File: src/lsu_pkg.sv
package lsu_pkg;

  // ----------------------------------------
  // Data path widths
  // ----------------------------------------
  localparam int ALEN_W = 64;
  localparam int ALEN_B = ALEN_W / 8;
  localparam int INST_W = 32;

  // RV major opcodes
  localparam logic [6:0] OPC_LOAD  = 7'b0000011;
  localparam logic [6:0] OPC_STORE = 7'b0100011;

  // Access size, same as funct3[1:0]
  localparam logic [1:0] SIZE_B = 2'd0;
  localparam logic [1:0] SIZE_H = 2'd1;
  localparam logic [1:0] SIZE_W = 2'd2;
  localparam logic [1:0] SIZE_D = 2'd3;

  // ----------------------------------------
  // Instruction word, I-type or S-type view
  // ----------------------------------------
  typedef union packed {
    struct packed {
      logic [11:0] imm12;
      logic [4:0]  rs1;
      logic [2:0]  funct3;
      logic [4:0]  rd;
      logic [6:0]  opcode;
    } ld;
    struct packed {
      logic [6:0]  imm_hi;
      logic [4:0]  rs2;
      logic [4:0]  rs1;
      logic [2:0]  funct3;
      logic [4:0]  imm_lo;
      logic [6:0]  opcode;
    } st;
  } lsu_inst_u;

endpackage

File: src/lsu_ctrl_decoder.sv
`timescale 1ns/1ps

module lsu_ctrl_decoder (
  input  lsu_pkg::lsu_inst_u i_inst,
  output logic               o_is_load,
  output logic               o_is_store,
  output logic [1:0]         o_size,
  output logic               o_unsigned,
  output logic [11:0]        o_offset,
  output logic [4:0]         o_rd
);

  logic [6:0] w_opcode;

  assign w_opcode   = i_inst.ld.opcode;  // Same bits in both views
  assign o_is_load  = (w_opcode == lsu_pkg::OPC_LOAD);
  assign o_is_store = (w_opcode == lsu_pkg::OPC_STORE);

  assign o_size     = i_inst.ld.funct3[1:0];
  assign o_unsigned = i_inst.ld.funct3[2];  // LBU/LHU/LWU

  // S-type splits the immediate around rs2
  assign o_offset = o_is_store ? {i_inst.st.imm_hi, i_inst.st.imm_lo} :
                                 i_inst.ld.imm12;

  assign o_rd = i_inst.ld.rd;

endmodule

File: src/lsu_ex1_agen.sv
`timescale 1ns/1ps

module lsu_ex1_agen #(
  parameter int TAG_W   = 6,
  parameter int PADDR_W = 40
) (
  input  logic                        i_clk,
  input  logic                        i_reset_n,

  input  logic                        i_ex0_valid,
  input  lsu_pkg::lsu_inst_u          i_ex0_inst,
  input  logic [lsu_pkg::ALEN_W-1:0]  i_ex0_rs1_data,
  input  logic [lsu_pkg::ALEN_W-1:0]  i_ex0_rs2_data,
  input  logic [TAG_W-1:0]            i_ex0_tag,

  output logic                        o_ex1_st_valid,
  output logic [PADDR_W-1:0]          o_ex1_st_paddr,
  output logic [lsu_pkg::ALEN_W-1:0]  o_ex1_st_data,
  output logic [1:0]                  o_ex1_st_size,

  output logic                        o_ex1_l1d_valid,
  output logic [PADDR_W-1:0]          o_ex1_l1d_paddr,

  output logic                        o_ex1_valid,
  output logic                        o_ex1_is_load,
  output logic [PADDR_W-1:0]          o_ex1_paddr,
  output logic [1:0]                  o_ex1_size,
  output logic                        o_ex1_unsigned,
  output logic [4:0]                  o_ex1_rd,
  output logic [TAG_W-1:0]            o_ex1_tag
);

  logic                       r_valid;
  lsu_pkg::lsu_inst_u         r_inst;
  logic [lsu_pkg::ALEN_W-1:0] r_rs1_data;
  logic [lsu_pkg::ALEN_W-1:0] r_rs2_data;
  logic [TAG_W-1:0]           r_tag;

  logic                       w_is_load;
  logic                       w_is_store;
  logic [11:0]                w_offset;
  logic [lsu_pkg::ALEN_W-1:0] w_addr_sum;

  always_ff @(posedge i_clk or negedge i_reset_n) begin
    if (!i_reset_n) begin
      r_valid <= 1'b0;
    end else begin
      r_valid <= i_ex0_valid;
    end
  end

  always_ff @(posedge i_clk) begin
    r_inst     <= i_ex0_inst;
    r_rs1_data <= i_ex0_rs1_data;
    r_rs2_data <= i_ex0_rs2_data;
    r_tag      <= i_ex0_tag;
  end

  lsu_ctrl_decoder u_decoder (
    .i_inst     (r_inst),
    .o_is_load  (w_is_load),
    .o_is_store (w_is_store),
    .o_size     (o_ex1_size),
    .o_unsigned (o_ex1_unsigned),
    .o_offset   (w_offset),
    .o_rd       (o_ex1_rd)
  );

  // VA == PA, no translation
  assign w_addr_sum  = r_rs1_data + {{(lsu_pkg::ALEN_W-12){w_offset[11]}}, w_offset};
  assign o_ex1_paddr = w_addr_sum[PADDR_W-1:0];

  // ----------------------------------------
  // Store queue update / L1D read
  // ----------------------------------------
  assign o_ex1_st_valid = r_valid & w_is_store;
  assign o_ex1_st_paddr = o_ex1_paddr;
  assign o_ex1_st_data  = r_rs2_data;
  assign o_ex1_st_size  = o_ex1_size;

  assign o_ex1_l1d_valid = r_valid & w_is_load;
  assign o_ex1_l1d_paddr = {o_ex1_paddr[PADDR_W-1:3], 3'b000};  // DW aligned

  assign o_ex1_valid   = r_valid;
  assign o_ex1_is_load = w_is_load;
  assign o_ex1_tag     = r_tag;

endmodule

File: src/lsu_byte_forward.sv
`timescale 1ns/1ps

module lsu_byte_forward (
  input  logic [2:0]                 i_offset,
  input  logic [lsu_pkg::ALEN_B-1:0] i_need_mask,
  input  logic [lsu_pkg::ALEN_B-1:0] i_fwd_mask,
  input  logic [lsu_pkg::ALEN_W-1:0] i_fwd_data,
  input  logic [lsu_pkg::ALEN_W-1:0] i_l1d_data,
  output logic [lsu_pkg::ALEN_W-1:0] o_data,
  output logic                       o_covered
);

  logic [lsu_pkg::ALEN_W-1:0] w_merged;
  logic [lsu_pkg::ALEN_B-1:0] w_byte_ok;

  // ----------------------------------------
  // Per lane select, store data wins
  // ----------------------------------------
  for (genvar b = 0; b < lsu_pkg::ALEN_B; b++) begin : g_lane
    assign w_merged[b*8 +: 8] = i_fwd_mask[b] ? i_fwd_data[b*8 +: 8] :
                                                i_l1d_data[b*8 +: 8];
    assign w_byte_ok[b] = ~i_need_mask[b] | i_fwd_mask[b];
  end

  assign o_covered = &w_byte_ok;

  // Bring the accessed bytes down to lane 0
  assign o_data = w_merged >> {i_offset, 3'b000};

endmodule

File: src/lsu_ex2_load.sv
`timescale 1ns/1ps

module lsu_ex2_load #(
  parameter int TAG_W   = 6,
  parameter int PADDR_W = 40
) (
  input  logic                        i_clk,
  input  logic                        i_reset_n,

  input  logic                        i_ex1_valid,
  input  logic                        i_ex1_is_load,
  input  logic [PADDR_W-1:0]          i_ex1_paddr,
  input  logic [1:0]                  i_ex1_size,
  input  logic                        i_ex1_unsigned,
  input  logic [4:0]                  i_ex1_rd,
  input  logic [TAG_W-1:0]            i_ex1_tag,

  input  logic                        i_ex2_l1d_hit,
  input  logic [lsu_pkg::ALEN_W-1:0]  i_ex2_l1d_data,
  input  logic [lsu_pkg::ALEN_B-1:0]  i_ex2_fwd_mask,
  input  logic [lsu_pkg::ALEN_W-1:0]  i_ex2_fwd_data,

  output logic                        o_ex2_fwd_valid,
  output logic [PADDR_W-1:0]          o_ex2_fwd_paddr,
  output logic [lsu_pkg::ALEN_B-1:0]  o_ex2_fwd_mask,

  output logic                        o_ex2_replay_valid,
  output logic [TAG_W-1:0]            o_ex2_replay_tag,

  output logic                        o_ex2_valid,
  output logic                        o_ex2_is_load,
  output logic [1:0]                  o_ex2_size,
  output logic                        o_ex2_unsigned,
  output logic [4:0]                  o_ex2_rd,
  output logic [TAG_W-1:0]            o_ex2_tag,
  output logic [lsu_pkg::ALEN_W-1:0]  o_ex2_data
);

  logic                       r_valid;
  logic                       r_is_load;
  logic [PADDR_W-1:0]         r_paddr;
  logic [1:0]                 r_size;
  logic                       r_unsigned;
  logic [4:0]                 r_rd;
  logic [TAG_W-1:0]           r_tag;

  logic [lsu_pkg::ALEN_B-1:0] w_size_mask;
  logic                       w_covered;

  always_ff @(posedge i_clk or negedge i_reset_n) begin
    if (!i_reset_n) begin
      r_valid <= 1'b0;
    end else begin
      r_valid <= i_ex1_valid;
    end
  end

  always_ff @(posedge i_clk) begin
    r_is_load  <= i_ex1_is_load;
    r_paddr    <= i_ex1_paddr;
    r_size     <= i_ex1_size;
    r_unsigned <= i_ex1_unsigned;
    r_rd       <= i_ex1_rd;
    r_tag      <= i_ex1_tag;
  end

  always_comb begin
    case (r_size)
      lsu_pkg::SIZE_B: w_size_mask = 8'h01;
      lsu_pkg::SIZE_H: w_size_mask = 8'h03;
      lsu_pkg::SIZE_W: w_size_mask = 8'h0f;
      default:         w_size_mask = 8'hff;
    endcase
  end

  // ----------------------------------------
  // STQ forwarding request
  // ----------------------------------------
  assign o_ex2_fwd_valid = r_valid & r_is_load;
  assign o_ex2_fwd_paddr = r_paddr;
  assign o_ex2_fwd_mask  = w_size_mask << r_paddr[2:0];  // aligned, never wraps

  lsu_byte_forward u_byte_forward (
    .i_offset    (r_paddr[2:0]),
    .i_need_mask (o_ex2_fwd_mask),
    .i_fwd_mask  (i_ex2_fwd_mask),
    .i_fwd_data  (i_ex2_fwd_data),
    .i_l1d_data  (i_ex2_l1d_data),
    .o_data      (o_ex2_data),
    .o_covered   (w_covered)
  );

  // Miss is harmless when the STQ supplies every byte
  assign o_ex2_replay_valid = r_valid & r_is_load & ~w_covered & ~i_ex2_l1d_hit;
  assign o_ex2_replay_tag   = r_tag;

  assign o_ex2_valid    = r_valid & ~o_ex2_replay_valid;
  assign o_ex2_is_load  = r_is_load;
  assign o_ex2_size     = r_size;
  assign o_ex2_unsigned = r_unsigned;
  assign o_ex2_rd       = r_rd;
  assign o_ex2_tag      = r_tag;

endmodule

File: src/lsu_load_extend.sv
`timescale 1ns/1ps

module lsu_load_extend (
  input  logic [lsu_pkg::ALEN_W-1:0] i_data,
  input  logic [1:0]                 i_size,
  input  logic                       i_unsigned,
  output logic [lsu_pkg::ALEN_W-1:0] o_data
);

  localparam int W = lsu_pkg::ALEN_W;

  logic w_msb;

  always_comb begin
    case (i_size)
      lsu_pkg::SIZE_B: w_msb = i_data[7];
      lsu_pkg::SIZE_H: w_msb = i_data[15];
      lsu_pkg::SIZE_W: w_msb = i_data[31];
      default:         w_msb = i_data[W-1];
    endcase
  end

  always_comb begin
    case (i_size)
      lsu_pkg::SIZE_B: o_data = {{(W-8){w_msb & ~i_unsigned}}, i_data[7:0]};
      lsu_pkg::SIZE_H: o_data = {{(W-16){w_msb & ~i_unsigned}}, i_data[15:0]};
      lsu_pkg::SIZE_W: o_data = {{(W-32){w_msb & ~i_unsigned}}, i_data[31:0]};
      default:         o_data = i_data;  // LD, nothing to fill
    endcase
  end

endmodule

File: src/lsu_ex3_writeback.sv
`timescale 1ns/1ps

module lsu_ex3_writeback #(
  parameter int TAG_W = 6
) (
  input  logic                        i_clk,
  input  logic                        i_reset_n,

  input  logic                        i_ex2_valid,
  input  logic                        i_ex2_is_load,
  input  logic [1:0]                  i_ex2_size,
  input  logic                        i_ex2_unsigned,
  input  logic [4:0]                  i_ex2_rd,
  input  logic [TAG_W-1:0]            i_ex2_tag,
  input  logic [lsu_pkg::ALEN_W-1:0]  i_ex2_data,

  output logic                        o_ex3_done_valid,
  output logic [TAG_W-1:0]            o_ex3_done_tag,
  output logic                        o_ex3_wr_valid,
  output logic [4:0]                  o_ex3_wr_rd,
  output logic [lsu_pkg::ALEN_W-1:0]  o_ex3_wr_data
);

  logic [lsu_pkg::ALEN_W-1:0] w_ext_data;

  lsu_load_extend u_load_extend (
    .i_data     (i_ex2_data),
    .i_size     (i_ex2_size),
    .i_unsigned (i_ex2_unsigned),
    .o_data     (w_ext_data)
  );

  always_ff @(posedge i_clk or negedge i_reset_n) begin
    if (!i_reset_n) begin
      o_ex3_done_valid <= 1'b0;
      o_ex3_wr_valid   <= 1'b0;
    end else begin
      o_ex3_done_valid <= i_ex2_valid;
      o_ex3_wr_valid   <= i_ex2_valid & i_ex2_is_load & (i_ex2_rd != 5'd0);  // x0 dropped
    end
  end

  always_ff @(posedge i_clk) begin
    o_ex3_done_tag <= i_ex2_tag;
    o_ex3_wr_rd    <= i_ex2_rd;
    o_ex3_wr_data  <= w_ext_data;
  end

endmodule

File: src/lsu_pipe.sv
`timescale 1ns/1ps

module lsu_pipe #(
  parameter int TAG_W   = 6,
  parameter int PADDR_W = 40
) (
  input  logic                        i_clk,
  input  logic                        i_reset_n,

  // Issue
  input  logic                        i_ex0_valid,
  input  logic [lsu_pkg::INST_W-1:0]  i_ex0_inst,
  input  logic [lsu_pkg::ALEN_W-1:0]  i_ex0_rs1_data,
  input  logic [lsu_pkg::ALEN_W-1:0]  i_ex0_rs2_data,
  input  logic [TAG_W-1:0]            i_ex0_tag,

  // STQ update
  output logic                        o_ex1_st_valid,
  output logic [PADDR_W-1:0]          o_ex1_st_paddr,
  output logic [lsu_pkg::ALEN_W-1:0]  o_ex1_st_data,
  output logic [1:0]                  o_ex1_st_size,

  // L1D
  output logic                        o_ex1_l1d_valid,
  output logic [PADDR_W-1:0]          o_ex1_l1d_paddr,
  input  logic                        i_ex2_l1d_hit,
  input  logic [lsu_pkg::ALEN_W-1:0]  i_ex2_l1d_data,

  // STQ forwarding
  output logic                        o_ex2_fwd_valid,
  output logic [PADDR_W-1:0]          o_ex2_fwd_paddr,
  output logic [lsu_pkg::ALEN_B-1:0]  o_ex2_fwd_mask,
  input  logic [lsu_pkg::ALEN_B-1:0]  i_ex2_fwd_mask,
  input  logic [lsu_pkg::ALEN_W-1:0]  i_ex2_fwd_data,

  output logic                        o_ex2_replay_valid,
  output logic [TAG_W-1:0]            o_ex2_replay_tag,

  // Completion
  output logic                        o_ex3_done_valid,
  output logic [TAG_W-1:0]            o_ex3_done_tag,
  output logic                        o_ex3_wr_valid,
  output logic [4:0]                  o_ex3_wr_rd,
  output logic [lsu_pkg::ALEN_W-1:0]  o_ex3_wr_data
);

  logic                       w_ex1_valid;
  logic                       w_ex1_is_load;
  logic [PADDR_W-1:0]         w_ex1_paddr;
  logic [1:0]                 w_ex1_size;
  logic                       w_ex1_unsigned;
  logic [4:0]                 w_ex1_rd;
  logic [TAG_W-1:0]           w_ex1_tag;

  logic                       w_ex2_valid;
  logic                       w_ex2_is_load;
  logic [1:0]                 w_ex2_size;
  logic                       w_ex2_unsigned;
  logic [4:0]                 w_ex2_rd;
  logic [TAG_W-1:0]           w_ex2_tag;
  logic [lsu_pkg::ALEN_W-1:0] w_ex2_data;

  lsu_ex1_agen #(.TAG_W(TAG_W), .PADDR_W(PADDR_W)) u_ex1 (
    .i_clk           (i_clk),
    .i_reset_n       (i_reset_n),
    .i_ex0_valid     (i_ex0_valid),
    .i_ex0_inst      (i_ex0_inst),
    .i_ex0_rs1_data  (i_ex0_rs1_data),
    .i_ex0_rs2_data  (i_ex0_rs2_data),
    .i_ex0_tag       (i_ex0_tag),
    .o_ex1_st_valid  (o_ex1_st_valid),
    .o_ex1_st_paddr  (o_ex1_st_paddr),
    .o_ex1_st_data   (o_ex1_st_data),
    .o_ex1_st_size   (o_ex1_st_size),
    .o_ex1_l1d_valid (o_ex1_l1d_valid),
    .o_ex1_l1d_paddr (o_ex1_l1d_paddr),
    .o_ex1_valid     (w_ex1_valid),
    .o_ex1_is_load   (w_ex1_is_load),
    .o_ex1_paddr     (w_ex1_paddr),
    .o_ex1_size      (w_ex1_size),
    .o_ex1_unsigned  (w_ex1_unsigned),
    .o_ex1_rd        (w_ex1_rd),
    .o_ex1_tag       (w_ex1_tag)
  );

  lsu_ex2_load #(.TAG_W(TAG_W), .PADDR_W(PADDR_W)) u_ex2 (
    .i_clk              (i_clk),
    .i_reset_n          (i_reset_n),
    .i_ex1_valid        (w_ex1_valid),
    .i_ex1_is_load      (w_ex1_is_load),
    .i_ex1_paddr        (w_ex1_paddr),
    .i_ex1_size         (w_ex1_size),
    .i_ex1_unsigned     (w_ex1_unsigned),
    .i_ex1_rd           (w_ex1_rd),
    .i_ex1_tag          (w_ex1_tag),
    .i_ex2_l1d_hit      (i_ex2_l1d_hit),
    .i_ex2_l1d_data     (i_ex2_l1d_data),
    .i_ex2_fwd_mask     (i_ex2_fwd_mask),
    .i_ex2_fwd_data     (i_ex2_fwd_data),
    .o_ex2_fwd_valid    (o_ex2_fwd_valid),
    .o_ex2_fwd_paddr    (o_ex2_fwd_paddr),
    .o_ex2_fwd_mask     (o_ex2_fwd_mask),
    .o_ex2_replay_valid (o_ex2_replay_valid),
    .o_ex2_replay_tag   (o_ex2_replay_tag),
    .o_ex2_valid        (w_ex2_valid),
    .o_ex2_is_load      (w_ex2_is_load),
    .o_ex2_size         (w_ex2_size),
    .o_ex2_unsigned     (w_ex2_unsigned),
    .o_ex2_rd           (w_ex2_rd),
    .o_ex2_tag          (w_ex2_tag),
    .o_ex2_data         (w_ex2_data)
  );

  lsu_ex3_writeback #(.TAG_W(TAG_W)) u_ex3 (
    .i_clk            (i_clk),
    .i_reset_n        (i_reset_n),
    .i_ex2_valid      (w_ex2_valid),
    .i_ex2_is_load    (w_ex2_is_load),
    .i_ex2_size       (w_ex2_size),
    .i_ex2_unsigned   (w_ex2_unsigned),
    .i_ex2_rd         (w_ex2_rd),
    .i_ex2_tag        (w_ex2_tag),
    .i_ex2_data       (w_ex2_data),
    .o_ex3_done_valid (o_ex3_done_valid),
    .o_ex3_done_tag   (o_ex3_done_tag),
    .o_ex3_wr_valid   (o_ex3_wr_valid),
    .o_ex3_wr_rd      (o_ex3_wr_rd),
    .o_ex3_wr_data    (o_ex3_wr_data)
  );

endmodule

File: config.mk
export PLATFORM = sky130hd
export DESIGN_NAME = lsu_pipe
export DESIGN_NICKNAME = d
export VERILOG_FILES = /design/src/lsu_pkg.sv /design/src/lsu_ctrl_decoder.sv /design/src/lsu_ex1_agen.sv /design/src/lsu_byte_forward.sv /design/src/lsu_ex2_load.sv /design/src/lsu_load_extend.sv /design/src/lsu_ex3_writeback.sv /design/src/lsu_pipe.sv
export SDC_FILE = /design/constraint.sdc
export NUM_CORES = 1
export LEC_CHECK = 0
export BUFFER_PORTS_ARGS = -buffer_cell sky130_fd_sc_hd__buf_2
export CORE_AREA = 2 2 227 229
export DETAILED_ROUTE_END_ITERATION = 12
export DIE_AREA = 0 0 229 231
export GPL_TIMING_DRIVEN = 0
export PLACE_DENSITY_LB_ADDON = 0.05
export SYNTH_ARGS = -nofsm -noshare
export SYNTH_HDL_FRONTEND = slang
export SYNTH_SLANG_ARGS = --single-unit
export TNS_END_PERCENT = 10
File: constraint.sdc
create_clock -name i_clk -period 10.25 [get_ports i_clk]
set_input_delay 1.5375 -clock i_clk [delete_from_list [all_inputs] [get_ports i_clk]]
set_output_delay 1.5375 -clock i_clk [all_outputs]
set_load 0.01 [all_outputs]
==> metrics.md <==
| Metric | Value |
|---|---|
| Outcome | `complete, no violations` |
| Max FO, Critical Path | `6` |
| DP Cell Count | `2,363` |
| RSZ-0062 raised after global routing | `no` |
| Sequential share of the synthesized area | `roughly 50%` |
| Worst Setup End Kind | `output port` |
| Share of post-route cells with drive strength above 1 | `approximately two fifths` |
| Synthesized instance count | `1,134` |
| Die X | `between 200 and 250 µm` |
| Gate power share | `a little over a quarter` |
| Hold Fails Final Rpt | `0` |
| Postcts setup bufs | `0` |
| Vias in the first global route | `10,610` |
| Die Height | `between 200 and 250 µm` |
| Syn_area_per_cell | `around 9.6 µm²` |
| Final #Nets | `2,067` |
| DR pass1 iterations | `4` |
| Synth Area in Simple Gates | `a little over a tenth` |
| Critical Path Start Type | `flop` |
| Layout Cells excl Fill | `~2,400` |
| Async S/R FF share, synth | `roughly 1.5%` |
| Peak VDD IR | `approximately 0.00018 V` |
| Dpl hpwl | `approximately 39 mm` |
| Post-synthesis cell area | `roughly 11,000 µm²` |
| Main combinational cell family by area after synthesis | `compound AO/OA/AOI/OAI gates` |
| Routed length per instance | `around 20 µm` |
| Ys flop type | `dfxtp_1` |
| CTS tree | `built` |
| Synth area leader | `dfxtp_1` |
| Pwr dens | `~210 nW/µm²` |
| Final Cycle Share | `between 60% and 70%` |
| # hold bufs at CTS | `0` |
| Seq cells post-synth | `around 270` |
| # Max-Cap Violations | `0` |
| Critical-path top delay cell | `or4_1` |
| Synth Area in XOR/XNOR | `slightly below 3%` |
| Slew Limit Fails | `0` |
| Leak Pwr | `7.608 nW` |
| Least-Margin Pin Slew | `~1.3 ns` |
| First-pass GRT wire length | `just under 70 mm` |
| Total number of vias | `10,450` |
| Initial Utilization | `a little over a fifth` |
| Post-synthesis compound-gate area fraction | `between 15 and 20%` |
| Fmax | `roughly 150 MHz` |
| Critical Path RT | `approximately 8.7 ns` |
| Final Setup Violations | `0` |
| Number of fillers in the final layout | `5,515` |
| Clk root buf | `clkbuf_16` |
| Total track usage | `between 10% and 20%` |
| Die footprint | `approximately 53,000 µm²` |
| Buf+Inv Stages, Crit Path | `3` |
| Post-route DRC | `0` |
| Switching portion of total power | `about a third` |
| Vias per std cell | `4.304` |
| Fin crit period | `6.635 ns` |
| Number of synthesized flops with an enable pin | `0` |
| HP Class | `reg2reg` |
| H-Tree Depth | `2` |
| Clock buffer depth | `3` |
| Critical path's largest stage delay | `roughly 0.54 ns` |
| Site Rows | `between 80 and 90` |
| Final antenna-violating net count | `0` |
| Initial antenna violation count | `3` |
| Synth top area cells | `dfxtp_1, mux2i_1, a21oi_1` |
| Core ar. | `roughly 51,000 µm²` |
| Net Switching | `roughly 1.1 mW` |
| Clock-pin slew on the worst setup and hold paths | `0.05 ns` |
| Ys Warns | `0` |
| Largest net degree at the start of global routing | `30` |
| WS Path Type | `reg2out` |
| Ant. Diodes | `0` |
| Worst clock skew | `a little under 0.02 ns` |
| Area share of the largest cell type after synthesis | `roughly 50%` |
| Clock power share | `between 30% and 40%` |
| Adder-cell share of the synthesized area | `4.662%` |
| Grt ovf | `0` |
| RePlAce Congestion | `0.9099` |
| Post-synthesis mux area share | `approximately 8.5%` |
| Slew headroom | `between 10% and 20%` |
| Count leader, synth | `dfxtp_1` |
| TritonCTS Buffers | `36` |
| CP delay by family, top | `simple AND/OR/NAND/NOR gates` |
| P&R area growth vs syn | `43.79%` |
| Pint | `approximately 2.3 mW` |
| Seq pwr share | `between 30% and 40%` |
| Clk Latency, worst-skew pair | `about 0.55 ns` |
| CTS Sinks | `about 270` |
| Final wirelength | `just under 50 mm` |
| DR iter-0 viols | `487` |
| WP data arrival | `between 5 and 6 ns` |
| Post-synth cell types | `slightly above 70` |
| Most instantiated cells after synthesis | `dfxtp_1, a21oi_1, nand2_1, nor2_1, o21ai_0` |
| I/O pins | `~590` |
| Post_cts resized | `0` |
| Setup_tns | `0 ns` |
| Cell Chain, Critical Path | `nor4_1, nand4_1, mux2_2, ha_1, inv_1, fa_1, nor2b_1, o2111ai_1, a21oi_1, o2111ai_1, a21oi_1, nor3_1, or4_1, o211ai_1, buf_4, buf_2` |
| Buffers on Ports | `roughly 550` |
[kinds of logic (layout without fill, tap and decap cells)]
family,Yosys count,count (layout)
mux,87,87
compound gates,309,309
flops,271,271
xor+xnor,37,37
simple gates,267,267
other cells,1,3
buf+inv,122,733
fa+ha+maj,40,40
[state kept, by name, summed over array words and instances, names as in the netlist, 2 cells and up]
signal and count:
u_ex1.o_ex1_st_data 64, u_ex1.o_ex1_tag 6, u_ex1.r_inst 27, u_ex1.r_rs1_data 40
u_ex2.o_ex2_fwd_paddr 40, u_ex2.o_ex2_rd 5, u_ex2.o_ex2_replay_tag 6, u_ex2.o_ex2_size 2
u_ex3.o_ex3_done_tag 6, u_ex3.o_ex3_wr_data 64, u_ex3.o_ex3_wr_rd 5
[power by group through the flow]
stage	combinational (mW)	clock (mW)	sequential, mW
3_5_place_dp	0.878	0	1.23
4_1_cts	0.883	1.30	1.21
5_1_grt	0.947	1.34	1.22
3_3_place_gp	0.885	0	1.23
2_1_floorplan	0.423	0	1.28
6_report	0.870	1.25	1.21
[layout make-up]
class / count / area [µm²] / area share, %
buffer: 99 / 550.5 / 3.514
clock buffer: 49 / 1010 / 6.445
clock inverter: 15 / 165.2 / 1.054
inverter: 23 / 86.33 / 0.5511
multi-input combinational: 743 / 4821 / 30.77
sequential: 271 / 5445 / 34.76
tap: 680 / 850.8 / 5.431
timing repair buffer: 547 / 2738 / 17.47
[metrics by stage]
step                total power, mW  setup slack (ns)  util [%]  cell area [µm²]  hold WS (ns)
floorplan                     1.706             5.188         -            10900        0.3096
global placement              2.119             4.003     28.59            14490        0.3102
detailed placement            2.113             4.003     28.59            14490        0.3121
CTS                           3.395             3.401     30.91            15670        0.3243
global route                  3.513             3.221     30.91            15670        0.3317
finish                        3.330             3.615     30.91            15670        0.3225
[metal layers]
layer	track usage (%)	vias up	share of wire [%]
met2	31.28	365	50
met5	0	-	0.027
li1	-	5103	-
met1	20.91	4920	42
met4	4.688	2	2.1
met3	3.730	56	5.6
[worst paths after layout]
path                                    start                   endpoint  slack [ns]  depth (start not counted)
max reg2reg                   u_ex1.r_inst[3]  u_ex2.o_ex2_fwd_paddr[36]        5.85                         14
max in group asynchronous           i_reset_n     u_ex3.o_ex3_done_valid        9.32                          1
max                           u_ex1.r_inst[3]         o_ex1_st_paddr[36]        3.62                         16
min reg2reg                u_ex1.o_ex1_tag[3]  u_ex2.o_ex2_replay_tag[3]        0.32                          0
min                        u_ex1.o_ex1_tag[3]  u_ex2.o_ex2_replay_tag[3]        0.32                          0
min in group asynchronous           i_reset_n       u_ex3.o_ex3_wr_valid        0.80                          1
[layout by cell type, fill, tap and decap left out, types with 9 or more instances in the layout]
cell type	count
nor3_1	9
mux2i_1	58
a21o_1	24
inv_1	21
buf_1	9
clkbuf_1	43
a211oi_1	13
buf_2	558
clkbuf_16	36
nand4_1	9
o21ai_1	35
xnor2_1	25
a31oi_1	9
a21oi_1	101
ha_1	39
nor2_1	93
nand2_1	97
nand3_1	10
dfxtp_1	267
o21ai_0	70
buf_4	42
nor2b_1	18
xor2_1	12
mux2_2	25
Note: power is estimated with default switching activity, not from simulation.
